$ cat src/hdl/arm_pkg.sv
`default_nettype none

package arm_pkg;

   // data path and instruction widths
   localparam int DATA_W  = 64;
   localparam int INSTR_W = 32;
   localparam int REG_AW  = 5;

   // default memory depths for the top level parameters
   localparam int IMEM_AW = 6;
   localparam int DMEM_AW = 5;

   // R-type opcodes in instr[31:21]
   localparam logic [10:0] OP_ADD  = 11'b100_0101_1000;
   localparam logic [10:0] OP_SUB  = 11'b110_0101_1000;
   localparam logic [10:0] OP_AND  = 11'b100_0101_0000;
   localparam logic [10:0] OP_ORR  = 11'b101_0101_0000;

   // I-type opcode in instr[31:22]
   localparam logic [9:0]  OP_ADDI = 10'b10_0100_0100;

   // D-type opcodes in instr[31:21]
   localparam logic [10:0] OP_LDUR = 11'b111_1100_0010;
   localparam logic [10:0] OP_STUR = 11'b111_1100_0000;

   typedef enum logic [1:0] {
      ALU_ADD = 2'd0,
      ALU_SUB = 2'd1,
      ALU_AND = 2'd2,
      ALU_ORR = 2'd3
   } alu_op_t;

   // decoded control bits carried down the pipe
   typedef struct packed {
      alu_op_t alu_op;
      logic    use_imm;
      logic    mem_read;
      logic    mem_write;
      logic    reg_write;
      logic    mem_to_reg;
   } ctrl_t;

endpackage

`default_nettype wire

$ cat src/hdl/stage_if.sv
`timescale 1ns/1ps
`default_nettype none


// execute to memory payload
interface ex_mem_if;
   import arm_pkg::*;

   logic              valid;
   ctrl_t             ctrl;
   logic [DATA_W-1:0] alu_result;
   logic [DATA_W-1:0] store_data;
   logic [REG_AW-1:0] rd;

   modport src (output valid, ctrl, alu_result, store_data, rd);
   modport dst (input  valid, ctrl, alu_result, store_data, rd);
endinterface

`default_nettype wire

$ cat src/hdl/memory_unit.sv
`timescale 1ns/1ps
`default_nettype none

module memory_unit #(
   parameter int DMEM_AW = arm_pkg::DMEM_AW
) (
   input  wire logic                       clk,
   input  wire logic                       reset,
   input  wire logic [DMEM_AW-1:0]         dbg_addr_i,
   ex_mem_if.dst                           ex_i,
   output logic      [arm_pkg::DATA_W-1:0] dbg_data_o,
   output logic                            wb_we_o,
   output logic      [arm_pkg::REG_AW-1:0] wb_addr_o,
   output logic      [arm_pkg::DATA_W-1:0] wb_data_o
);
   import arm_pkg::*;

   logic [DATA_W-1:0]  dmem [2**DMEM_AW];
   logic [DMEM_AW-1:0] dw_addr;
   logic [DATA_W-1:0]  ld_data_q;
   logic [DATA_W-1:0]  alu_q;
   logic               mem_to_reg_q;

   // doubleword index from the byte address
   assign dw_addr = ex_i.alu_result[DMEM_AW+2:3];

   always_ff @(posedge clk) begin
      if (ex_i.valid && ex_i.ctrl.mem_write) begin
         dmem[dw_addr] <= ex_i.store_data;
      end
      if (ex_i.valid && ex_i.ctrl.mem_read) begin
         ld_data_q <= dmem[dw_addr];
      end
      alu_q        <= ex_i.alu_result;
      mem_to_reg_q <= ex_i.ctrl.mem_to_reg;
      wb_addr_o    <= ex_i.rd;
   end

   // MEM/WB enable and debug read port
   always_ff @(posedge clk or negedge reset) begin
      if (!reset) begin
         wb_we_o    <= 1'b0;
         dbg_data_o <= '0;
      end else begin
         wb_we_o    <= ex_i.valid && ex_i.ctrl.reg_write && (ex_i.rd != '1);
         dbg_data_o <= dmem[dbg_addr_i];
      end
   end

   assign wb_data_o = mem_to_reg_q ? ld_data_q : alu_q;

endmodule

`default_nettype wire

$ cat src/flat_wrapper.sv
// flat-port wrapper written by rule: the top's interface ports become plain ports
module memory_unit_flat import arm_pkg::*;
#(
   parameter int DMEM_AW = arm_pkg::DMEM_AW
)
  (clk, reset, dbg_addr_i, dbg_data_o, wb_we_o, wb_addr_o, wb_data_o, ex_i_valid, ex_i_ctrl, ex_i_alu_result, ex_i_store_data, ex_i_rd);
  ex_mem_if ex_i_i ();
  input  wire logic clk;
  input  wire logic reset;
  input  wire logic [DMEM_AW-1:0] dbg_addr_i;
  output logic      [arm_pkg::DATA_W-1:0] dbg_data_o;
  output logic wb_we_o;
  output logic      [arm_pkg::REG_AW-1:0] wb_addr_o;
  output logic      [arm_pkg::DATA_W-1:0] wb_data_o;
  input wire logic [$bits(ex_i_i.valid)-1:0] ex_i_valid;
  input wire logic [$bits(ex_i_i.ctrl)-1:0] ex_i_ctrl;
  input wire logic [$bits(ex_i_i.alu_result)-1:0] ex_i_alu_result;
  input wire logic [$bits(ex_i_i.store_data)-1:0] ex_i_store_data;
  input wire logic [$bits(ex_i_i.rd)-1:0] ex_i_rd;
  assign ex_i_i.valid = ex_i_valid;
  assign ex_i_i.ctrl = ex_i_ctrl;
  assign ex_i_i.alu_result = ex_i_alu_result;
  assign ex_i_i.store_data = ex_i_store_data;
  assign ex_i_i.rd = ex_i_rd;
  memory_unit #(.DMEM_AW(DMEM_AW)) u_core (.clk(clk), .reset(reset), .dbg_addr_i(dbg_addr_i), .ex_i(ex_i_i), .dbg_data_o(dbg_data_o), .wb_we_o(wb_we_o), .wb_addr_o(wb_addr_o), .wb_data_o(wb_data_o));
endmodule
$ cat config.mk
export PLATFORM = sky130hd
export DESIGN_NAME = memory_unit_flat
export DESIGN_NICKNAME = d
export VERILOG_FILES = /design/src/hdl/arm_pkg.sv /design/src/hdl/stage_if.sv /design/src/hdl/memory_unit.sv /design/src/flat_wrapper.sv
export SDC_FILE = /design/constraint.sdc
export NUM_CORES = 2
export LEC_CHECK = 0
export BUFFER_PORTS_ARGS = -buffer_cell sky130_fd_sc_hd__buf_4
export CORE_MARGIN = 2
export CORE_UTILIZATION = 41
export CTS_CLUSTER_DIAMETER = 100
export DETAILED_ROUTE_END_ITERATION = 7
export PLACE_DENSITY = 0.65
export SLEW_MARGIN = 10
export SYNTH_ARGS = -nofsm -noshare
export SYNTH_HDL_FRONTEND = slang
export SYNTH_SLANG_ARGS = --single-unit
$ cat constraint.sdc
create_clock -name clk -period 1.8 [get_ports clk]
set_input_delay 0.18 -clock clk [delete_from_list [all_inputs] [get_ports clk]]
set_output_delay 0.18 -clock clk [all_outputs]
set_load 0.005 [all_outputs]
==> results_dict.tcl <==
set metrics [dict create \
    outcome "complete, but fails checks" \
    violations "negative setup slack" \
    cp_max_fo 5 \
    period_needed_ns 2.336 \
    clock_latency_ns 0.89 \
    core_um2 238100 \
    syn_nets 5014 \
    r2r_cells 4 \
    final.fill_count 18430 \
    critPathKind "reg2out" \
    drt_wl_total_um 353300 \
    min_period_over_period 1.298 \
    power_leakage_nw 41.97 \
    tns_ns -29.33 \
    grt-ovfl-total 0 \
    slew_violations 0 \
    initial_core_util 0.4129 \
    drive_above_1_share 0.3971 \
    dieArea_um2 243700 \
    timing.final.ws_setup_ns -0.5358 \
    routedWlPerCell_um 37.48 \
    path_clk_slew_ns 0.06 \
    crit_required_ns 1.62 \
    hold_path_class "in2reg" \
    hold_depth 3 \
    yosys_warnings 0 \
    portBuffers 278 \
    clock_sinks 2247 \
    antenna_found_initial 21 \
    drc_errors 0 \
    crit_path_end_kind "output pin" \
    slowest_delay_ns 0.40 \
    clock_skew_ns 0.05343 \
    syn_area_per_cell_um2 20.20 \
    drtPass1Iterations 6 \
    async_flop_share 0.02893 \
    grt_pass1_wl_um 486100 \
    maxCapViolCount 0 \
    drtIter0Drc 9474 \
    num_rows 179 \
    powerDensity_nw_per_um2 955.3 \
    synth_enable_flop_cells 2112 \
    antenna_left 0 \
    grt.total_usage 0.2848 \
    finalNetCount 6189 \
    ys.flop_type "edfxtp_1" \
    vdd_drop_max_v 0.0009681 \
    hold_viol 0 \
    synth_area_um2 98290 \
    gp_congestion 0.9134 \
    multiInputGateArea_um2 30460 \
    die_h_um 493.6 \
    netlist_instances 4866 \
    path_depth 4 \
    htree_levels 4 \
    syn_to_final_growth_pct 26.72 \
    ys_seq_area_frac 0.6760 \
    ys_ff_latch 2247 \
    arrival_ns 2.16 \
    path_cells "buf_12, buf_16, mux2_4, buf_6" \
    setup_viol 66 \
    slew_headroom 0.1207 \
    fp.dieW_um 493.6 \
    cts_root_buffer "clkbuf_16" \
    critPathLaunchType "flop" \
    stdcell_area_um2 124600 \
    cts_buffer_depth 3 \
    numCtsBuffers 229 \
    ioPinCount 282 \
    grt_max_degree 43 \
    placed_area_um2 114000 \
    grt_pass1_vias 61930 \
    yosysUniqueCellTypes 43 \
    cts_tree "done" \
    tightest_slew_ns 1.309 \
    rsz0062_at_grt "yes" \
    critPathSlowestCell "dfxtp_4" \
    post_drt_via_cell_ratio 6.606 \
    critPathTopFamily "buffers and inverters" \
    fmaxAchievable_mhz 428.1 \
    num_vias 62260 \
    worst-path-buf-inv 3 \
    hpwl_um 231000 \
    seqCellArea_um2 66460 \
    final_util 0.5232 \
]
flip-flops by register name, indices dropped and copies added (netlist names):
name and cells:
u_core.mem_to_reg_q 1, u_core.alu_q 64, u_core.dbg_data_o 64, u_core.dmem 2048, u_core.wb_addr_o 5, u_core.wb_we_o 1
u_core.ld_data_q 64
logic make-up (layout without fill, tap and decap cells):
family	count (synthesis)	count (layout)	synth area share
multiplexers	1282	1282	0.2391
flip-flops	2247	2247	0.6760
buffers and inverters	381	1761	0.01976
AO/OA/AOI/OAI	624	624	0.04677
AND/OR/NAND/NOR	332	332	0.01839
other	0	11	0
tightest hold or removal path, stage by stage:
cell and delay, ns:
buf_4 0.15, and2_4 0.17, buf_12 0.18
cell usage after synthesis, drive strengths merged (7+ instances only):
cell	number	area (um^2)
edfxtp	2112	63420
mux4	846	19050
a22oi	506	3799
mux2i	371	3714
buf	229	1371
clkbuf	151	566.8
nand4	109	681.9
nand3	88	440.4
dfxtp	70	1401
dfrtp	65	1627
mux2	65	732.0
nor2	47	178.9
a21oi	36	180.2
o22ai	32	200.2
nand2	30	112.6
o32ai	16	140.1
and2	15	93.84
a211o	12	105.1
nor2b	12	75.07
a31oi	10	62.56
a22o	7	61.31
placed cells by master, fill, tap and decap left out, types with 36 or more instances in the layout:
cell / instances
nand3_1: 88
mux4_2: 846
dfrtp_1: 58
buf_6: 47
buf_4: 664
clkinv_2: 53
a22oi_1: 502
dlygate4sd3_1: 206
edfxtp_1: 2112
clkbuf_16: 235
mux2i_1: 371
a21oi_1: 36
nand4_1: 109
mux2_4: 44
nor2_4: 37
buf_12: 396
dfxtp_1: 69
report_power, final:
| part | internal [mW] | switching, mW |
|---|---|---|
| combinational | 5.06 | 5.46 |
| sequential | 57.8 | 0.574 |
| clock | 28.9 | 21.2 |
| total | 91.8 | 27.2 |
stage by stage:
step / hold slack, ns / power [mW] / worst slack, ns / std cells
3_5_place_dp: 0.1061 / 69.32 / -0.4639 / 8760
5_1_grt: 0.01791 / 121.9 / -0.5820 / 9416
2_1_floorplan: -0.1156 / 63.95 / -1.181 / 4866
4_1_cts: 0.003660 / 119.2 / -0.5930 / 9403
3_3_place_gp: 0.1025 / 69.23 / -0.4575 / 8760
6_report: 0.02180 / 119.0 / -0.5358 / 9424
final cells by class:
| class | instances | share of cell area |
|---|---|---|
| Clock buffer | 273 | 0.04857 |
| Timing Repair Buffer | 1324 | 0.1262 |
| Clock inverter | 163 | 0.01499 |
| Inverter | 1 | 0.00003014 |
| Sequential cell | 2247 | 0.5336 |
| Antenna cell | 11 | 0.0002210 |
| Multi-Input combinational cell | 2238 | 0.2446 |
| Tap cell | 3167 | 0.03181 |
timing repair:
action | 4_1_cts | 5_1_grt
pin swaps | 3 | 1
resized for setup | 10 | 95
hold buffers | 207 | 1
setup endpoints to repair | 72 | 69
gates cloned | 0 | 6
hold endpoints to repair | 2190 | 1
buffers inserted | 0 | 4
per-layer routing:
layer / wire length [um] / global-route usage / vias up
met4: 19210 / 0.1254 / 18
met1: 128000 / 0.3792 / 32770
li1: - / - / 23690
met2: 166300 / 0.4511 / 4865
met5: 156 / 0 / -
met3: 39600 / 0.06297 / 920
worst paths after layout:
kind | startpoint | end | slack (ns)
setup / recovery | u_core.mem_to_reg_q | wb_data_o[31] | -0.54
hold / removal | ex_i_valid | u_core.ld_data_q[54] | 0.02
setup reg to reg | u_core.dmem[27][4] | u_core.ld_data_q[4] | 0
hold reg to reg | u_core.dmem[20][27] | u_core.dbg_data_o[27] | 0.64
max in group asynchronous | reset | u_core.dbg_data_o[48] | 0.78
min in group asynchronous | reset | u_core.dbg_data_o[39] | 0.45
No activity file was read; power rests on OpenSTA's default activity.
