### config.mk
export PLATFORM = sky130hd
export DESIGN_NAME = decode_unit_flat
export DESIGN_NICKNAME = d
export VERILOG_FILES = /design/src/hdl/arm_pkg.sv /design/src/hdl/stage_if.sv /design/src/hdl/decode_unit.sv /design/src/flat_wrapper.sv
export SDC_FILE = /design/constraint.sdc
export NUM_CORES = 2
export LEC_CHECK = 0
export BUFFER_PORTS_ARGS = -buffer_cell sky130_fd_sc_hd__buf_2
export CAP_MARGIN = 10
export CORE_ASPECT_RATIO = 1.5
export CORE_MARGIN = 4
export CORE_UTILIZATION = 63
export DETAILED_ROUTE_END_ITERATION = 6
export GPL_TIMING_DRIVEN = 0
export HOLD_SLACK_MARGIN = 0.1
export PLACE_DENSITY = 0.77
export SETUP_SLACK_MARGIN = 0.05
export SLEW_MARGIN = 20
export SYNTH_ARGS = -nofsm -noshare
export SYNTH_HDL_FRONTEND = slang
export SYNTH_SLANG_ARGS = --single-unit
### constraint.sdc
create_clock -name clk -period 2.2 [get_ports clk]
set_input_delay 0.33 -clock clk [delete_from_list [all_inputs] [get_ports clk]]
set_output_delay 0.33 -clock clk [all_outputs]
set_load 0.1 [all_outputs]
### src/hdl/arm_pkg.sv
`default_nettype none

package arm_pkg;

   // data path and instruction widths
   localparam int DATA_W  = 64;
   localparam int INSTR_W = 32;
   localparam int REG_AW  = 5;

   // default memory depths for the top level parameters
   localparam int IMEM_AW = 6;
   localparam int DMEM_AW = 5;

   // R-type opcodes in instr[31:21]
   localparam logic [10:0] OP_ADD  = 11'b100_0101_1000;
   localparam logic [10:0] OP_SUB  = 11'b110_0101_1000;
   localparam logic [10:0] OP_AND  = 11'b100_0101_0000;
   localparam logic [10:0] OP_ORR  = 11'b101_0101_0000;

   // I-type opcode in instr[31:22]
   localparam logic [9:0]  OP_ADDI = 10'b10_0100_0100;

   // D-type opcodes in instr[31:21]
   localparam logic [10:0] OP_LDUR = 11'b111_1100_0010;
   localparam logic [10:0] OP_STUR = 11'b111_1100_0000;

   typedef enum logic [1:0] {
      ALU_ADD = 2'd0,
      ALU_SUB = 2'd1,
      ALU_AND = 2'd2,
      ALU_ORR = 2'd3
   } alu_op_t;

   // decoded control bits carried down the pipe
   typedef struct packed {
      alu_op_t alu_op;
      logic    use_imm;
      logic    mem_read;
      logic    mem_write;
      logic    reg_write;
      logic    mem_to_reg;
   } ctrl_t;

endpackage

`default_nettype wire

### src/hdl/stage_if.sv
`timescale 1ns/1ps
`default_nettype none

// decode to execute payload
interface id_ex_if;
   import arm_pkg::*;

   logic              valid;
   ctrl_t             ctrl;
   logic [DATA_W-1:0] op_a;
   logic [DATA_W-1:0] op_b_reg;
   logic [DATA_W-1:0] imm;
   logic [REG_AW-1:0] rd;

   modport src (output valid, ctrl, op_a, op_b_reg, imm, rd);
   modport dst (input  valid, ctrl, op_a, op_b_reg, imm, rd);
endinterface


`default_nettype wire

### src/hdl/decode_unit.sv
`timescale 1ns/1ps
`default_nettype none

module decode_unit (
   input  wire logic                        clk,
   input  wire logic                        reset,
   input  wire logic [arm_pkg::INSTR_W-1:0] instr_i,
   input  wire logic                        instr_valid_i,
   input  wire logic                        wb_we_i,
   input  wire logic [arm_pkg::REG_AW-1:0]  wb_addr_i,
   input  wire logic [arm_pkg::DATA_W-1:0]  wb_data_i,
   id_ex_if.src                             ex_o
);
   import arm_pkg::*;

   localparam logic [REG_AW-1:0] ZERO_REG = '1;

   logic [DATA_W-1:0] rf [2**REG_AW];
   ctrl_t             ctrl_d;
   logic [REG_AW-1:0] rn;
   logic [REG_AW-1:0] rm_sel;
   logic [DATA_W-1:0] rn_data;
   logic [DATA_W-1:0] rm_data;
   logic [DATA_W-1:0] imm_d;
   logic              is_addi;

   assign is_addi = (instr_i[31:22] == OP_ADDI);

   always_comb begin
      // unknown opcodes fall through as bubbles
      ctrl_d = '0;
      if (is_addi) begin
         ctrl_d.use_imm   = 1'b1;
         ctrl_d.reg_write = 1'b1;
      end else begin
         case (instr_i[31:21])
            OP_ADD: ctrl_d.reg_write = 1'b1;
            OP_SUB: begin
               ctrl_d.alu_op    = ALU_SUB;
               ctrl_d.reg_write = 1'b1;
            end
            OP_AND: begin
               ctrl_d.alu_op    = ALU_AND;
               ctrl_d.reg_write = 1'b1;
            end
            OP_ORR: begin
               ctrl_d.alu_op    = ALU_ORR;
               ctrl_d.reg_write = 1'b1;
            end
            OP_LDUR: begin
               ctrl_d.use_imm    = 1'b1;
               ctrl_d.mem_read   = 1'b1;
               ctrl_d.reg_write  = 1'b1;
               ctrl_d.mem_to_reg = 1'b1;
            end
            OP_STUR: begin
               ctrl_d.use_imm   = 1'b1;
               ctrl_d.mem_write = 1'b1;
            end
            default: ;
         endcase
      end
   end

   // STUR reads its store data from Rt
   assign rn     = instr_i[9:5];
   assign rm_sel = (instr_i[31:21] == OP_STUR) ? instr_i[4:0] : instr_i[20:16];

   // X31 reads zero and a same-cycle writeback is bypassed
   assign rn_data = (rn == ZERO_REG) ? '0 :
                    (wb_we_i && wb_addr_i == rn) ? wb_data_i : rf[rn];
   assign rm_data = (rm_sel == ZERO_REG) ? '0 :
                    (wb_we_i && wb_addr_i == rm_sel) ? wb_data_i : rf[rm_sel];

   always_ff @(posedge clk) begin
      if (wb_we_i && wb_addr_i != ZERO_REG) begin
         rf[wb_addr_i] <= wb_data_i;
      end
   end

   // ADDI immediate is unsigned and the D-type offset is signed
   assign imm_d = is_addi ? {{(DATA_W-12){1'b0}}, instr_i[21:10]}
                          : {{(DATA_W-9){instr_i[20]}}, instr_i[20:12]};

   // ID/EX register
   always_ff @(posedge clk or negedge reset) begin
      if (!reset) begin
         ex_o.valid <= 1'b0;
         ex_o.ctrl  <= '0;
      end else begin
         ex_o.valid <= instr_valid_i;
         ex_o.ctrl  <= ctrl_d;
      end
   end

   always_ff @(posedge clk) begin
      ex_o.op_a     <= rn_data;
      ex_o.op_b_reg <= rm_data;
      ex_o.imm      <= imm_d;
      ex_o.rd       <= instr_i[4:0];
   end

endmodule

`default_nettype wire

### src/flat_wrapper.sv
// flat-port wrapper written by rule: the top's interface ports become plain ports
module decode_unit_flat import arm_pkg::*;
  (clk, reset, instr_i, instr_valid_i, wb_we_i, wb_addr_i, wb_data_i, ex_o_valid, ex_o_ctrl, ex_o_op_a, ex_o_op_b_reg, ex_o_imm, ex_o_rd);
  id_ex_if ex_o_i ();
  input  wire logic clk;
  input  wire logic reset;
  input  wire logic [arm_pkg::INSTR_W-1:0] instr_i;
  input  wire logic instr_valid_i;
  input  wire logic wb_we_i;
  input  wire logic [arm_pkg::REG_AW-1:0] wb_addr_i;
  input  wire logic [arm_pkg::DATA_W-1:0] wb_data_i;
  output wire logic [$bits(ex_o_i.valid)-1:0] ex_o_valid;
  output wire logic [$bits(ex_o_i.ctrl)-1:0] ex_o_ctrl;
  output wire logic [$bits(ex_o_i.op_a)-1:0] ex_o_op_a;
  output wire logic [$bits(ex_o_i.op_b_reg)-1:0] ex_o_op_b_reg;
  output wire logic [$bits(ex_o_i.imm)-1:0] ex_o_imm;
  output wire logic [$bits(ex_o_i.rd)-1:0] ex_o_rd;
  assign ex_o_valid = ex_o_i.valid;
  assign ex_o_ctrl = ex_o_i.ctrl;
  assign ex_o_op_a = ex_o_i.op_a;
  assign ex_o_op_b_reg = ex_o_i.op_b_reg;
  assign ex_o_imm = ex_o_i.imm;
  assign ex_o_rd = ex_o_i.rd;
  decode_unit u_core (.clk(clk), .reset(reset), .instr_i(instr_i), .instr_valid_i(instr_valid_i), .wb_we_i(wb_we_i), .wb_addr_i(wb_addr_i), .wb_data_i(wb_data_i), .ex_o(ex_o_i));
endmodule
==> results of run 1 <==
-- synthesized netlist by cell type (4+ instances only) --
master,number,area [um^2]
dfrtp_1,7,175.2
nor2b_1,29,181.4
a221oi_2,5,75.07
clkbuf_1,317,1190
a221oi_1,27,236.5
buf_4,71,533.0
o221ai_1,17,148.9
xor2_1,4,35.03
a21oi_1,211,1056
a221o_1,18,180.2
nand2_1,1693,6355
a311oi_1,9,78.83
edfxtp_1,2048,61500
nand3_1,486,2432
nor2_1,111,416.7
o21ai_0,22,110.1
dfxtp_1,146,2923
a22o_1,23,201.4
buf_1,98,367.9
a211oi_1,160,1201
o22ai_1,19,118.9
a21o_1,16,120.1
inv_1,9,33.78
mux2i_1,211,2112
a2111oi_0,42,367.9
o41ai_2,5,81.33
xnor2_1,4,35.03
mux4_2,611,13760
nand4_1,92,575.6
or3_1,4,25.02
a311o_1,32,320.3
a31oi_1,148,925.9
nor3_1,4,20.02
buf_2,111,555.5
a32oi_1,54,473.0
o41ai_1,18,157.7
mux2_2,9,101.4
or4_1,24,180.2
and3_1,110,688.2
buf_6,14,157.7
a22oi_1,47,352.8
-- cell families after synthesis --
logic type / Yosys count
simple gates: 2578
mux: 835
buf+inv: 621
compound gates: 884
flops: 2201
other cells: 1
xor+xnor: 9
-- per-layer routing --
metal | track usage [%] | overflow
met1 | 72.02 | 1
met2 | 87.73 | 91
met5 | 25.44 | 0
met3 | 56.35 | 0
met4 | 67.75 | 61
-- repair_timing --
action	in CTS
setup buffers	143
setup endpoints to repair	315
pin swaps	109
hold buffers	96
resized for setup	1480
endpoints found under the hold margin	2055
gates cloned	11
-- stage by stage --
| stage | setup WS, ns | cells |
|---|---|---|
| 4_1_cts | -0.8003 | 10440 |
| 3_5_place_dp | -4.580 | 9829 |
| 3_3_place_gp | -6.690 | 9575 |
| 2_1_floorplan | -0.9450 | 7192 |
==> impl_metrics.json, run 1 <==
{
  "status": "aborted with a tool error",
  "stop_stage": "global routing (5_1_grt)",
  "tool.error": "[ERROR GRT-0116] Global routing finished with congestion. Check the congestion regions in the DRC Viewer.",
  "gp_congestion": 1.099,
  "grt_pass1_vias": 89750,
  "fp.dieW_um": 334.9,
  "synthSimpleGateAreaFrac_pct": 10.99,
  "syn_area_um2": 101000,
  "synth_edf_count": 2048,
  "grt-ovfl-total": 153,
  "seq_area_frac_synth_pct": 63.95,
  "hpwl_um": 386400,
  "clockRootBuffer": "clkbuf_16",
  "placed_cell_area_um2": 112000,
  "syn_area_per_cell_um2": 14.17,
  "synthesis.instances": 7129,
  "htree_levels": 4,
  "synthFlopType": "edfxtp_1",
  "synthAdderAreaFrac_pct": 0,
  "yosys_warnings": 0,
  "synthArstFlopShare_pct": 0.3180,
  "synth_compound_area_share_pct": 6.289,
  "synth_top_family_by_area": "multiplexers",
  "die_height_um": 498.4,
  "clkSinkCount": 2201,
  "cts-buffers-inserted": 197,
  "portBuffers": 302,
  "initial_core_util_pct": 63.52,
  "clockBufferDepth": 3,
  "row_count": 179,
  "ys_types": 69,
  "ys_ff_latch": 2201,
  "yosys.area_share.xor_xnor_pct": 0.08547,
  "grt_use_total_pct": 71.21,
  "synthMuxAreaShare_pct": 15.87,
  "io_pins": 310,
  "grt_pass1_wl_um": 796700,
  "grt_start_max_net_pins": 35
}
==> run 2: changes to the inputs <==
--- a/config.mk
+++ b/config.mk
@@ -7,14 +7,11 @@
 export LEC_CHECK = 0
 export BUFFER_PORTS_ARGS = -buffer_cell sky130_fd_sc_hd__buf_2
 export CAP_MARGIN = 10
-export CORE_ASPECT_RATIO = 1.5
 export CORE_MARGIN = 4
-export CORE_UTILIZATION = 63
+export CORE_UTILIZATION = 40
 export DETAILED_ROUTE_END_ITERATION = 6
 export GPL_TIMING_DRIVEN = 0
-export HOLD_SLACK_MARGIN = 0.1
-export PLACE_DENSITY = 0.77
-export SETUP_SLACK_MARGIN = 0.05
+export PLACE_DENSITY_LB_ADDON = 0.15
 export SLEW_MARGIN = 20
 export SYNTH_ARGS = -nofsm -noshare
 export SYNTH_HDL_FRONTEND = slang
==> run 2 against run 1 <==
Net effect: the flow now finishes, with violations (design-rule violations, negative setup slack); synthesized cell count is the same; synthesized area did not move.
==> impl_metrics.json, run 2 <==
{
  "status": "finished with violations",
  "violations": "design-rule violations, negative setup slack",
  "synthFlopType": "edfxtp_1",
  "mostFrequentLayoutCell": "edfxtp_1",
  "grt_start_max_net_pins": 53,
  "layout_setup_ws_ns": -0.9991,
  "syn_area_um2": 101000,
  "ant_nets": 0,
  "grt_use_total_pct": 43.44,
  "worstHoldStart": "wb_data_i[57]",
  "layout_common_cells": "edfxtp_1 (2048), nand2_1 (1651), mux4_2 (611), nand3_1 (397), buf_4 (309)",
  "final_hold_viol_count": 0,
  "holdWs_ns": 0.02929,
  "row_count": 184,
  "remaining_drc_errors": 37,
  "cp.arrival_ns": 4.07,
  "maxSlewHeadroom_pct": 27.12,
  "initial_core_util_pct": 40.18,
  "worst_slew_pin_slew_ns": 1.093,
  "cts-buffers-inserted": 241,
  "seq_area_frac_synth_pct": 63.95,
  "cts_tree": "yes",
  "grt_pass1_wl_um": 739500,
  "insertion_delay_ns": 0.94,
  "final_nets": 8553,
  "critPathMaxFanout": 8,
  "grt_setup_unrepaired": "yes",
  "synthArstFlopShare_pct": 0.3180,
  "antenna_found_initial": 77,
  "synthToLayoutAreaGrowth_pct": 34.13,
  "crit_required_ns": 3.07,
  "yosysMostFrequentCell": "edfxtp_1",
  "die_area_um2": 260600,
  "maxCapViolCount": 0,
  "die_height_um": 510.5,
  "fmax_mhz": 312.6,
  "ys_top_cells_by_count": "edfxtp_1 (2048), nand2_1 (1693), mux4_2 (611)",
  "yosys_warnings": 0,
  "hpwl_um": 416200,
  "fin_setup_tns_ns": -55.32,
  "worst_setup_path_end_kind": "flip-flop",
  "synth_edf_count": 2048,
  "grt_pass1_vias": 77150,
  "gp_congestion": 1.027,
  "drtPass1Iterations": 7,
  "drive_gt1_share_pct": 35.80,
  "post-place-ws_ns": -4.965,
  "clockRootBuffer": "clkbuf_16",
  "wire_per_inst_um": 48.13,
  "min_period_ns": 3.199,
  "ys_types": 69,
  "clockBufferDepth": 3,
  "largest_register_ff_count": 2048,
  "drt_wl_total_um": 583900,
  "via_count": 85240,
  "io_pins": 310,
  "clkSinkCount": 2201,
  "crit_start": "instr_i[21]",
  "hold_path.class": "in2reg",
  "fp.dieW_um": 510.5,
  "via_per_inst": 7.026,
  "synthTopCellsByArea": "edfxtp_1 (61%), mux4_2 (14%), nand2_1 (6.3%)",
  "powerDensity_nw_per_um2": 800.7,
  "synthesis.instances": 7129,
  "p_leak_uw": 0.04757,
  "min_period_over_period_pct": 145.4,
  "ys_ff_latch": 2201,
  "ff2ff_setup_slack_ns": -0.11,
  "portBuffers": 302,
  "ir_drop_mv": 0.8736,
  "grt-ovfl-total": 0,
  "clock_skew_ns": 0.05180,
  "detail_route.iter0.violations": 15830,
  "setup_viol_count_final": 95,
  "design.core.area_um2": 251400,
  "synth_top_area_share_pct": 60.88,
  "htree_levels": 4,
  "synth_top_cell_by_area": "edfxtp_1",
  "slew_violations": 0,
  "path_class": "in2reg",
  "timing.rr.start": "u_core.rf[31][10]",
  "path_clk_slew_ns": 0.06,
  "crit_path_start_kind": "input port",
  "syn_area_per_cell_um2": 14.17
}
[run 2: cell counts after synthesis]
No cell type changed its count.
[run 2: worst paths after layout]
| check | cells after the start | to |
|---|---|---|
| min | 1 | u_core.rf[31][57] |
| max in group asynchronous | 3 | u_core.ex_o.valid |
| min in group asynchronous | 3 | u_core.ex_o.ctrl[2] |
| min reg2reg | 4 | u_core.ex_o.op_b_reg[62] |
| max reg2reg | 4 | u_core.ex_o.op_a[10] |
| max | 17 | u_core.ex_o.op_b_reg[20] |
[run 2: cell type report]
cell class / count / area, um^2
Clock buffer: 302 / 6631
Inverter: 10 / 50.05
Tap cell: 3348 / 4189
Timing Repair Buffer: 1021 / 13080
Multi-Input combinational cell: 4374 / 38390
Buffer: 599 / 6827
Clock inverter: 160 / 1426
Sequential cell: 2201 / 64600
Fill cell: 20340 / 115900
Antenna cell: 117 / 292.8
[run 2: worst max-delay path: stages]
cell     delay, ns
buf_8         0.10
or4b_4        0.57
o41ai_4       0.40
buf_8         0.22
and2_4        0.17
buf_12        0.15
buf_12        0.13
buf_16        0.16
buf_6         0.13
buf_16        0.11
buf_16        0.17
buf_4         0.14
nand2_1       0.04
nand3_1       0.09
nand4_1       0.63
nand3_1       0.25
a22o_1        0.23
[run 2: logic make-up (layout without fill, tap and decap cells)]
logic type                after synthesis  in the layout  share of synthesized area (%)
muxes                                 835            836                          15.87
xor gates and xnor gates                9              9                        0.08546
buffers and inverters                 621           2092                          2.813
AOI/OAI and AO/OA                     884            884                          6.289
DFF                                  2201           2201                          63.95
other                                   1            181                       0.003712
and+or+nand+nor                      2578           2581                          10.99
[run 2: timing repair]
| item | in CTS | in global routing |
|---|---|---|
| hold buffers | 91 | 0 |
| setup buffers | 179 | 160 |
| cloned | 33 | 9 |
| pin swaps | 273 | 218 |
| gates resized for setup | 1589 | 668 |
| setup endpoints to repair | 241 | 391 |
| endpoints found under the hold margin | 1528 | 0 |
[run 2: where the power goes]
group | switching (uW) | internal (uW) | total [uW]
clock | 18300 | 23500 | 41800
sequential | 417 | 46700 | 47100
combinational | 13800 | 5890 | 19600
total | 32500 | 76000 | 108000
[run 2: routing by layer]
metal  up-vias  wire (um)  track usage, %
met5         -       1715           2.833
met4        54      60870           35.88
met3      2563      99390           23.88
met2      8955     235700           59.51
met1     42990     186200           49.16
li1      30670          -               -
[run 2: through the flow]
| stage | utilization (%) | power, uW | std cells | instance area, um^2 |
|---|---|---|---|---|
| global route | 53.85 | 109800 | 12090 | 135400 |
| global placement | 42.67 | 62760 | 10840 | 107300 |
| finish | 53.89 | 108500 | 12130 | 135500 |
| CTS | 52.43 | 106500 | 11880 | 131800 |
| floorplan | - | 55870 | 7192 | 101600 |
| detailed placement | 45.25 | 63570 | 11120 | 113800 |
Note: power is estimated with default switching activity, not from simulation.
