### src/hdl/arm_pkg.sv
`default_nettype none

package arm_pkg;

   // data path and instruction widths
   localparam int DATA_W  = 64;
   localparam int INSTR_W = 32;
   localparam int REG_AW  = 5;

   // default memory depths for the top level parameters
   localparam int IMEM_AW = 6;
   localparam int DMEM_AW = 5;

   // R-type opcodes in instr[31:21]
   localparam logic [10:0] OP_ADD  = 11'b100_0101_1000;
   localparam logic [10:0] OP_SUB  = 11'b110_0101_1000;
   localparam logic [10:0] OP_AND  = 11'b100_0101_0000;
   localparam logic [10:0] OP_ORR  = 11'b101_0101_0000;

   // I-type opcode in instr[31:22]
   localparam logic [9:0]  OP_ADDI = 10'b10_0100_0100;

   // D-type opcodes in instr[31:21]
   localparam logic [10:0] OP_LDUR = 11'b111_1100_0010;
   localparam logic [10:0] OP_STUR = 11'b111_1100_0000;

   typedef enum logic [1:0] {
      ALU_ADD = 2'd0,
      ALU_SUB = 2'd1,
      ALU_AND = 2'd2,
      ALU_ORR = 2'd3
   } alu_op_t;

   // decoded control bits carried down the pipe
   typedef struct packed {
      alu_op_t alu_op;
      logic    use_imm;
      logic    mem_read;
      logic    mem_write;
      logic    reg_write;
      logic    mem_to_reg;
   } ctrl_t;

endpackage

`default_nettype wire

### src/hdl/stage_if.sv
`timescale 1ns/1ps
`default_nettype none

// decode to execute payload
interface id_ex_if;
   import arm_pkg::*;

   logic              valid;
   ctrl_t             ctrl;
   logic [DATA_W-1:0] op_a;
   logic [DATA_W-1:0] op_b_reg;
   logic [DATA_W-1:0] imm;
   logic [REG_AW-1:0] rd;

   modport src (output valid, ctrl, op_a, op_b_reg, imm, rd);
   modport dst (input  valid, ctrl, op_a, op_b_reg, imm, rd);
endinterface

// execute to memory payload
interface ex_mem_if;
   import arm_pkg::*;

   logic              valid;
   ctrl_t             ctrl;
   logic [DATA_W-1:0] alu_result;
   logic [DATA_W-1:0] store_data;
   logic [REG_AW-1:0] rd;

   modport src (output valid, ctrl, alu_result, store_data, rd);
   modport dst (input  valid, ctrl, alu_result, store_data, rd);
endinterface

`default_nettype wire

### src/hdl/execute_unit.sv
`timescale 1ns/1ps
`default_nettype none

module execute_unit (
   input  wire logic clk,
   input  wire logic reset,
   id_ex_if.dst      id_i,
   ex_mem_if.src     mem_o
);
   import arm_pkg::*;

   logic [DATA_W-1:0] op_b;
   logic [DATA_W-1:0] alu_result_d;

   // immediate as second operand for ADDI and loads/stores
   assign op_b = id_i.ctrl.use_imm ? id_i.imm : id_i.op_b_reg;

   always_comb begin
      case (id_i.ctrl.alu_op)
         ALU_ADD: alu_result_d = id_i.op_a + op_b;
         ALU_SUB: alu_result_d = id_i.op_a - op_b;
         ALU_AND: alu_result_d = id_i.op_a & op_b;
         ALU_ORR: alu_result_d = id_i.op_a | op_b;
         default: alu_result_d = '0;
      endcase
   end

   // EX/MEM register
   always_ff @(posedge clk or negedge reset) begin
      if (!reset) begin
         mem_o.valid <= 1'b0;
         mem_o.ctrl  <= '0;
      end else begin
         mem_o.valid <= id_i.valid;
         mem_o.ctrl  <= id_i.ctrl;
      end
   end

   // store data is the unmuxed register operand
   always_ff @(posedge clk) begin
      mem_o.alu_result <= alu_result_d;
      mem_o.store_data <= id_i.op_b_reg;
      mem_o.rd         <= id_i.rd;
   end

endmodule

`default_nettype wire

### src/flat_wrapper.sv
// flat-port wrapper written by rule: the top's interface ports become plain ports
module execute_unit_flat import arm_pkg::*;
  (clk, reset, id_i_valid, id_i_ctrl, id_i_op_a, id_i_op_b_reg, id_i_imm, id_i_rd, mem_o_valid, mem_o_ctrl, mem_o_alu_result, mem_o_store_data, mem_o_rd);
  id_ex_if id_i_i ();
  ex_mem_if mem_o_i ();
  input  wire logic clk;
  input  wire logic reset;
  input wire logic [$bits(id_i_i.valid)-1:0] id_i_valid;
  input wire logic [$bits(id_i_i.ctrl)-1:0] id_i_ctrl;
  input wire logic [$bits(id_i_i.op_a)-1:0] id_i_op_a;
  input wire logic [$bits(id_i_i.op_b_reg)-1:0] id_i_op_b_reg;
  input wire logic [$bits(id_i_i.imm)-1:0] id_i_imm;
  input wire logic [$bits(id_i_i.rd)-1:0] id_i_rd;
  output wire logic [$bits(mem_o_i.valid)-1:0] mem_o_valid;
  output wire logic [$bits(mem_o_i.ctrl)-1:0] mem_o_ctrl;
  output wire logic [$bits(mem_o_i.alu_result)-1:0] mem_o_alu_result;
  output wire logic [$bits(mem_o_i.store_data)-1:0] mem_o_store_data;
  output wire logic [$bits(mem_o_i.rd)-1:0] mem_o_rd;
  assign id_i_i.valid = id_i_valid;
  assign id_i_i.ctrl = id_i_ctrl;
  assign id_i_i.op_a = id_i_op_a;
  assign id_i_i.op_b_reg = id_i_op_b_reg;
  assign id_i_i.imm = id_i_imm;
  assign id_i_i.rd = id_i_rd;
  assign mem_o_valid = mem_o_i.valid;
  assign mem_o_ctrl = mem_o_i.ctrl;
  assign mem_o_alu_result = mem_o_i.alu_result;
  assign mem_o_store_data = mem_o_i.store_data;
  assign mem_o_rd = mem_o_i.rd;
  execute_unit u_core (.clk(clk), .reset(reset), .id_i(id_i_i), .mem_o(mem_o_i));
endmodule
### config.mk
export PLATFORM = sky130hd
export DESIGN_NAME = execute_unit_flat
export DESIGN_NICKNAME = d
export VERILOG_FILES = /design/src/hdl/arm_pkg.sv /design/src/hdl/stage_if.sv /design/src/hdl/execute_unit.sv /design/src/flat_wrapper.sv
export SDC_FILE = /design/constraint.sdc
export NUM_CORES = 1
export LEC_CHECK = 0
export ABC_AREA = 1
export BUFFER_PORTS_ARGS = -buffer_cell sky130_fd_sc_hd__buf_2
export CELL_PAD_IN_SITES_DETAIL_PLACEMENT = 0
export CELL_PAD_IN_SITES_GLOBAL_PLACEMENT = 1
export CORE_AREA = 2 2 204 206
export CTS_CLUSTER_DIAMETER = 50
export DETAILED_ROUTE_END_ITERATION = 10
export DIE_AREA = 0 0 206 208
export PLACE_DENSITY = 0.77
export SETUP_SLACK_MARGIN = 0.1
export SYNTH_ARGS = -nofsm -noshare
export SYNTH_HDL_FRONTEND = slang
export SYNTH_SLANG_ARGS = --single-unit
### constraint.sdc
create_clock -name clk -period 0.8 [get_ports clk]
set_clock_uncertainty 0.05 [all_clocks]
set_input_delay 0.04 -clock clk [delete_from_list [all_inputs] [get_ports clk]]
set_output_delay 0.04 -clock clk [all_outputs]
set_load 0.005 [all_outputs]
==> results by group, run 1 <==
STA
  – Max Slew Vio Count: 0
  – Final Hold Fails: 13
  – Max Clk Rate: ~0.32 GHz
  – Setup Viol. Count Final: approximately 210
  – Tightest Pin Transition: between 0.6 and 0.7 ns
  – RSZ-0062 raised after global routing: yes
  – Post-route minimum period: 3.08 ns
  – Tcrit/Tclk final: 385%
  – Final hold slack: -0.0758 ns
  – Max-Slew Margin vs Limit: about three fifths
  – Setup slack after layout: -2.28 ns

Drt
  – WL per Instance: 19.1 um
  – Via Count: 17,600
  – Routed Antenna Nets: 0
  – Pre-antenna DRT Iters: 5
  – Vias per Instance: 4.93
  – DRT iter0 DRCs: 1,455
  – # DRC: 0
  – Final wirelength: roughly 70,000 um

Outcome
  – Violated checks: hold timing, setup timing
  – Status: finished, violations left

Placed design
  – Placer Congestion: between 0.9 and 1
  – Post-place instance area: between 15,000 and 20,000 sq um
  – Dpl hpwl: 53,300 um
  – PortBufs: 347
  – Post-Place Cells: 3,379

Global route
  – Largest net degree at the start of global routing: 57
  – Global-route wire length before repair: 97,400 um
  – Total track usage: ~30%
  – Congestion Overflow GR: 0
  – Initial antenna violation count: 2
  – Vias in the first global route: 17,000

Setup path
  – Critical Path Start Type: primary input
  – CP startpoint: id_i_ctrl[4]
  – Critical Path RT: 1.12 ns
  – Critical path endpoint: u_core.mem_o.alu_result[63]
  – Critical path fanouts, max: 9
  – Crit. End Element: flop
  – CP arrival: roughly 3.4 ns
  – Crit path kind: primary input to flop

Yosys
  – Sequential share of the synthesized area: 23.6%
  – Synthesized area: 12,100 sq um
  – Post-synth EDFFs: 0
  – Synth unique cells: between 40 and 50
  – Ys flop type: dfxtp_1
  – Synth warnings: 0
  – Synth Instances: 2,065
  – Post-synth top area cell: nand2_1
  – Post-synthesis sequential element count: 141
  – Main area contributors after synthesis: nand2_1, dfxtp_1, nor2_1
  – Post-synth ARST share: under 10%
  – Mapped Avg Cell Area: 5.86 sq um
  – Top cell type's share of synthesized area: 22.9%
  – Mapped Nets: roughly 2,300

Power
  – Static leakage: 0.0116 uW
  – Max VDD drop: 1.81 mV
  – Power Density: 1530 nW/um^2

Final layout
  – Layout Cells excl Fill: 3,577
  – Final instance area: 23,900 sq um
  – Layout cells sized above 1: between 50% and 60%
  – Area growth, synth to finish: 97.6%
  – Diode count: 0
  – Post-layout nets: 3,306

Die
  – Row count: 74
  – Area of the die: 42,800 sq um
  – # IOs: 348
  – CORE AREA: slightly above 40,000 sq um
  – Starting Density: 29.9%
  – Die Span X: 206 um
  – Die H: 208 um

Clock tree
  – CTS tree: yes
  – Clock Root Buffer: clkbuf_16
  – CTS Hold Bufs: 96
  – Clock sinks: 141
  – Clk slew on worst S/H paths: 0.07 ns
  – CTS HTree Levels: 4
  – Total CTS buffers: 17
  – Max Root-Sink Buffers: 2

Job
  – Max-cap violations: 0

Worst hold path
  – Worst min path class: primary input to flop
## stage by stage
stage / TNS, ns / power, uW / utilization (%) / setup slack, ns
6_report: -150.30 / 36600 / 59.0 / -2.28
5_1_grt: -161.71 / 38300 / 59.0 / -2.42
4_1_cts: -148.96 / 33700 / 53.5 / -2.19
3_5_place_dp: -174.09 / 23100 / 45.3 / -3.27
3_3_place_gp: -173.13 / 23100 / 45.3 / -3.36
2_1_floorplan: -112.05 / 15200 / - / -2.18
## power by group
part	internal [uW]	total, uW	switching [uW]	leakage, uW
registers	7890	8150	257	0.00122
clock network	4380	8320	3940	0.000285
logic	9280	20100	10800	0.0101
## layout make-up
type / count / area (sq um)
well taps: 532 / 666
clock buffers: 17 / 425
repair buffers: 990 / 7260
fillers: 3821 / 16600
inverters: 228 / 883
multi-input cells: 1654 / 11600
flip-flops and latches: 141 / 2900
clock inverters: 15 / 148
## flip-flops by register name, summed over array words and instances, names as in the netlist
signal and cells:
u_core.mem_o.ctrl 7, u_core.mem_o.store_data 64, u_core.mem_o.valid 1, u_core.mem_o.alu_result 64, u_core.mem_o.rd 5
## critical path: stages
cell,delay (ns)
buf_12,0.12
inv_8,0.06
clkbuf_16,0.16
nand2_1,0.08
nand2_2,0.09
nor2_2,0.17
buf_4,0.14
nand4_1,0.12
nor3_2,0.25
nand3_2,0.15
nand2_2,0.12
o21ai_1,0.11
xor2_2,0.28
ha_4,0.27
nand2_1,0.13
inv_1,0.08
nand2_1,0.06
nand2_1,0.08
nand2_1,0.14
nand2_1,0.08
a21oi_1,0.15
nand2_1,0.09
a21oi_2,0.10
buf_4,0.12
nand3_1,0.07
nand3_1,0.09
nand2_1,0.05
## cell usage after synthesis, types with 2 or more instances
library cell	number
nand3_1	144
a21oi_1	111
o21ai_2	2
xor2_1	47
nand2_1	737
nor2_2	8
nand3b_1	14
nor3_1	18
inv_1	224
a21o_1	3
nor2_1	264
o21a_1	3
nand4_1	18
dfxtp_1	133
xnor2_1	23
o21bai_1	19
buf_1	8
o211ai_1	3
and2_1	4
nand2_2	2
maj3_1	28
ha_1	66
dfrtp_1	8
buf_2	7
or2_2	8
buf_4	3
inv_2	4
a21boi_0	3
a22oi_1	3
nor4_1	2
o21ai_0	95
clkbuf_1	21
o21ai_1	10
a32oi_1	9
a31oi_1	2
buf_6	3
## worst min path at each step
| stage | cells past startpoint | from | to | slack, ns |
|---|---|---|---|---|
| floorplan | 0 | reset | u_core.mem_o.ctrl[0] | -0.31 |
| finish | 4 | id_i_op_a[6] | u_core.mem_o.alu_result[6] | -0.08 |
| global placement | 1 | reset | u_core.mem_o.ctrl[1] | -0.16 |
| CTS | 4 | id_i_op_a[6] | u_core.mem_o.alu_result[6] | -0.1 |
| global route | 4 | id_i_op_a[28] | u_core.mem_o.alu_result[28] | -0.06 |
| detailed placement | 1 | reset | u_core.mem_o.ctrl[3] | -0.16 |
## cell families (layout without fill, tap and decap cells)
kind of cell,count (synthesis),count (layout),synth area share [%]
AND/OR/NAND/NOR,1225,1225,41.3
buffers and inverters,270,1250,8.72
AO/OA/AOI/OAI,264,264,12.0
flip-flops,141,141,23.6
adder cells (fa/ha/maj),95,95,9.30
XOR/XNOR,70,70,5.06
## layer usage
layer  up-vias  wire (um)  global-route usage (%)  part of all wire (%)
met4         2       2230                    10.5                   3.3
met1      8271      30000                    42.1                    44
li1       8548          -                       -                     -
met2       696      31200                    48.2                    46
met5         -         13                       0                 0.019
met3       115       4700                    3.26                   6.9
## cell usage in the layout, fill, tap and decap left out, drive strengths merged, types with 4 or more instances in the layout
cell type	n
dfrtp	8
a21oi	112
and2	4
nor3	19
or2	9
nand4	18
o21ai	107
buf	891
nor2	272
xor2	47
a32oi	9
ha	66
nand2	739
clkinv	5
maj3	28
clkbuf	20
xnor2	23
o21bai	19
dfxtp	133
inv	236
dlygate4sd3	96
nand3	146
nand3b	14
## repair_timing
action,in CTS,in global routing
hold endpoints to repair,121,11
cloned,0,4
resized for setup,405,463
pin swaps,97,160
setup endpoints to repair,205,213
setup buffers,28,38
Note: power is estimated with default switching activity, not from simulation.
==> run 2: changes to the inputs <==
==> constraint.sdc (replaced) <==
create_clock -name clk -period 3.8 [get_ports clk]
set_clock_uncertainty 0.05 [all_clocks]
set_input_delay 0.57 -clock clk [delete_from_list [all_inputs] [get_ports clk]]
set_output_delay 0.57 -clock clk [all_outputs]
set_load 0.005 [all_outputs]
==> results by group, run 2 (synthesis results as in run 1) <==
Final layout
  – Leading cell types in the layout, fill and taps excluded: nand2_1, buf_4, buf_2 (unchanged)
  – Area growth, synth to finish: 75.2% (was 97.6%)
  – Layout Cells excl Fill: 3,433 (was 3,577)
  – Layout cells sized above 1: 47.3% (was 53.5%)
  – Most common cell after layout, fill and taps aside: nand2_1 (unchanged)
  – Post-layout nets: 3,157 (was 3,306)
  – Top Registers: u_core.mem_o.alu_result (64), u_core.mem_o.store_data (64), u_core.mem_o.ctrl (7) (unchanged)
  – Finished Core Util: 52.3% (was 59.0%)

Die
  – Die H: 208 um (unchanged)
  – # IOs: 348 (unchanged)
  – CORE AREA: 40,600 sq um (unchanged)
  – Die Span X: 206 um (unchanged)
  – Row count: 74 (unchanged)
  – Starting Density: 29.9% (unchanged)
  – Area of the die: 42,800 sq um (unchanged)

Job
  – Max-cap violations: 0 (unchanged)

Setup path
  – Critical path fanouts, max: 17 (was 9)
  – Critical Path RT: 4.09 ns (was 1.12 ns)
  – Stages on worst setup path: 26 (was 27)
  – Crit path kind: primary input to flop (unchanged)
  – Top Family by Delay on Critical Path: simple AND/OR/NAND/NOR gates (unchanged)
  – Crit. End Element: flop (unchanged)
  – CP dominant cell by count: nand2_1 (unchanged)
  – Critical Path Slowest Stage Cell: ha_1 (was xor2_2)
  – CP arrival: 3.94 ns (was 3.40 ns)
  – CP bufs+invs: 5 (was 6)
  – Critical Path Start Type: primary input (unchanged)
  – Slowest stage delay, CP: 0.39 ns (was 0.28 ns)

STA
  – Tightest Pin Transition: 0.920 ns (was 0.616 ns)
  – RSZ-0062 raised after global routing: yes (unchanged)
  – Post-route minimum period: 3.65 ns
  – Max-Slew Margin vs Limit: 38.6% (was 59.0%)
  – Setup Viol. Count Final: 0 (was 205)
  – Final Hold Fails: 0 (was 13)
  – Max Clk Rate: approximately 0.27 GHz
  – Setup slack after layout: 0.150 ns (was -2.28 ns)
  – Max Slew Vio Count: 0 (unchanged)
  – Tcrit/Tclk final: 96.1%

Power
  – Static leakage: 0.0105 uW (was 0.0116 uW)
  – Max VDD drop: 0.333 mV (was 1.81 mV)
  – Power Density: 337 nW/um^2 (was 1530 nW/um^2)

Global route
  – Congestion Overflow GR: 0 (unchanged)
  – Global-route wire length before repair: 92,600 um (was 97,400 um)
  – Initial antenna violation count: 5 (was 2)
  – Largest net degree at the start of global routing: 65 (was 57)
  – Vias in the first global route: 16,200 (was 17,000)
  – Total track usage: 29.0% (was 30.2%)

Clock tree
  – Clock sinks: 141 (unchanged)
  – CTS HTree Levels: 4 (unchanged)
  – Max Root-Sink Buffers: 2 (unchanged)
  – Total CTS buffers: 17 (unchanged)
  – Clock Root Buffer: clkbuf_16 (unchanged)
  – Clk slew on worst S/H paths: 0.07 ns (about the same)
  – CTS tree: yes (unchanged)

Drt
  – Pre-antenna DRT Iters: 7 (was 5)
  – Routed Antenna Nets: 0 (unchanged)
  – # DRC: 0 (unchanged)
  – Vias per Instance: 4.92 (was 4.93)
  – Via Count: 16,900 (was 17,600)
  – Final wirelength: 64,400 um (was 68,200 um)
  – WL per Instance: 18.8 um (was 19.1 um)
  – DRT iter0 DRCs: 1,319 (was 1,455)

Placed design
  – Dpl hpwl: 52,600 um (was 53,300 um)
  – Post-Place Cells: 3,344 (was 3,379)
  – PortBufs: 347 (unchanged)
  – Placer Congestion: 0.950 (was 0.972)
  – Dpl ws: -0.933 ns (was -3.27 ns)

Worst hold path
  – Worst min path class: primary input to flop (unchanged)
  – Hold Crit Depth: 1 (was 4)

Outcome
  – Status: completed (was finished, violations left)
==> run 2: metal layers <==
metal	GRT usage, %	vias up	part of all wire, %	wire length, um
met5	0	-	0	0
met4	10.1	0	3.1	1990
met3	4.32	96	6.4	4110
met2	45.6	615	45	29000
met1	40.2	7930	45	29300
li1	-	8245	-	-
==> run 2: area by class of cell <==
| cell class | instances | area (sq um) |
|---|---|---|
| clock buffers | 20 | 457 |
| repair buffers | 841 | 5660 |
| inverters | 228 | 866 |
| diodes | 5 | 12.5 |
| flip-flops and latches | 141 | 2860 |
| well taps | 532 | 666 |
| multi-input cells | 1654 | 10600 |
| clock inverters | 12 | 124 |
| fillers | 4126 | 19300 |
==> run 2: worst paths after layout <==
path	start	end
worst max-delay path	id_i_ctrl[4]	u_core.mem_o.alu_result[46]
worst min-delay path	id_i_rd[0]	u_core.mem_o.rd[0]
max in group asynchronous	reset	u_core.mem_o.ctrl[5]
min in group asynchronous	reset	u_core.mem_o.valid
==> run 2: metrics by stage <==
stage	setup TNS (ns)	total power [uW]	hold slack [ns]	cell area, sq um
4_1_cts	0	6680	0.118	19100
6_report	0	7140	0.149	21200
3_3_place_gp	-25.23	4720	0.375	17700
2_1_floorplan	0	3110	0.224	12100
5_1_grt	-0.00759	7520	0.128	21200
3_5_place_dp	-28.98	4730	0.387	17700
==> run 2: timing repair <==
action,4_1_cts,5_1_grt
endpoints found under the setup margin,45,48
gates cloned,2,2
gates resized for setup,195,470
buffers inserted,13,34
endpoints found under the hold margin,8,0
pin swaps,51,205
hold buffers,1,0
==> run 2: power breakdown <==
part / internal (uW) / switching [uW]
Clock: 953 / 810
Combinational: 1660 / 2000
Sequential: 1660 / 56.8
Total: 4270 / 2870
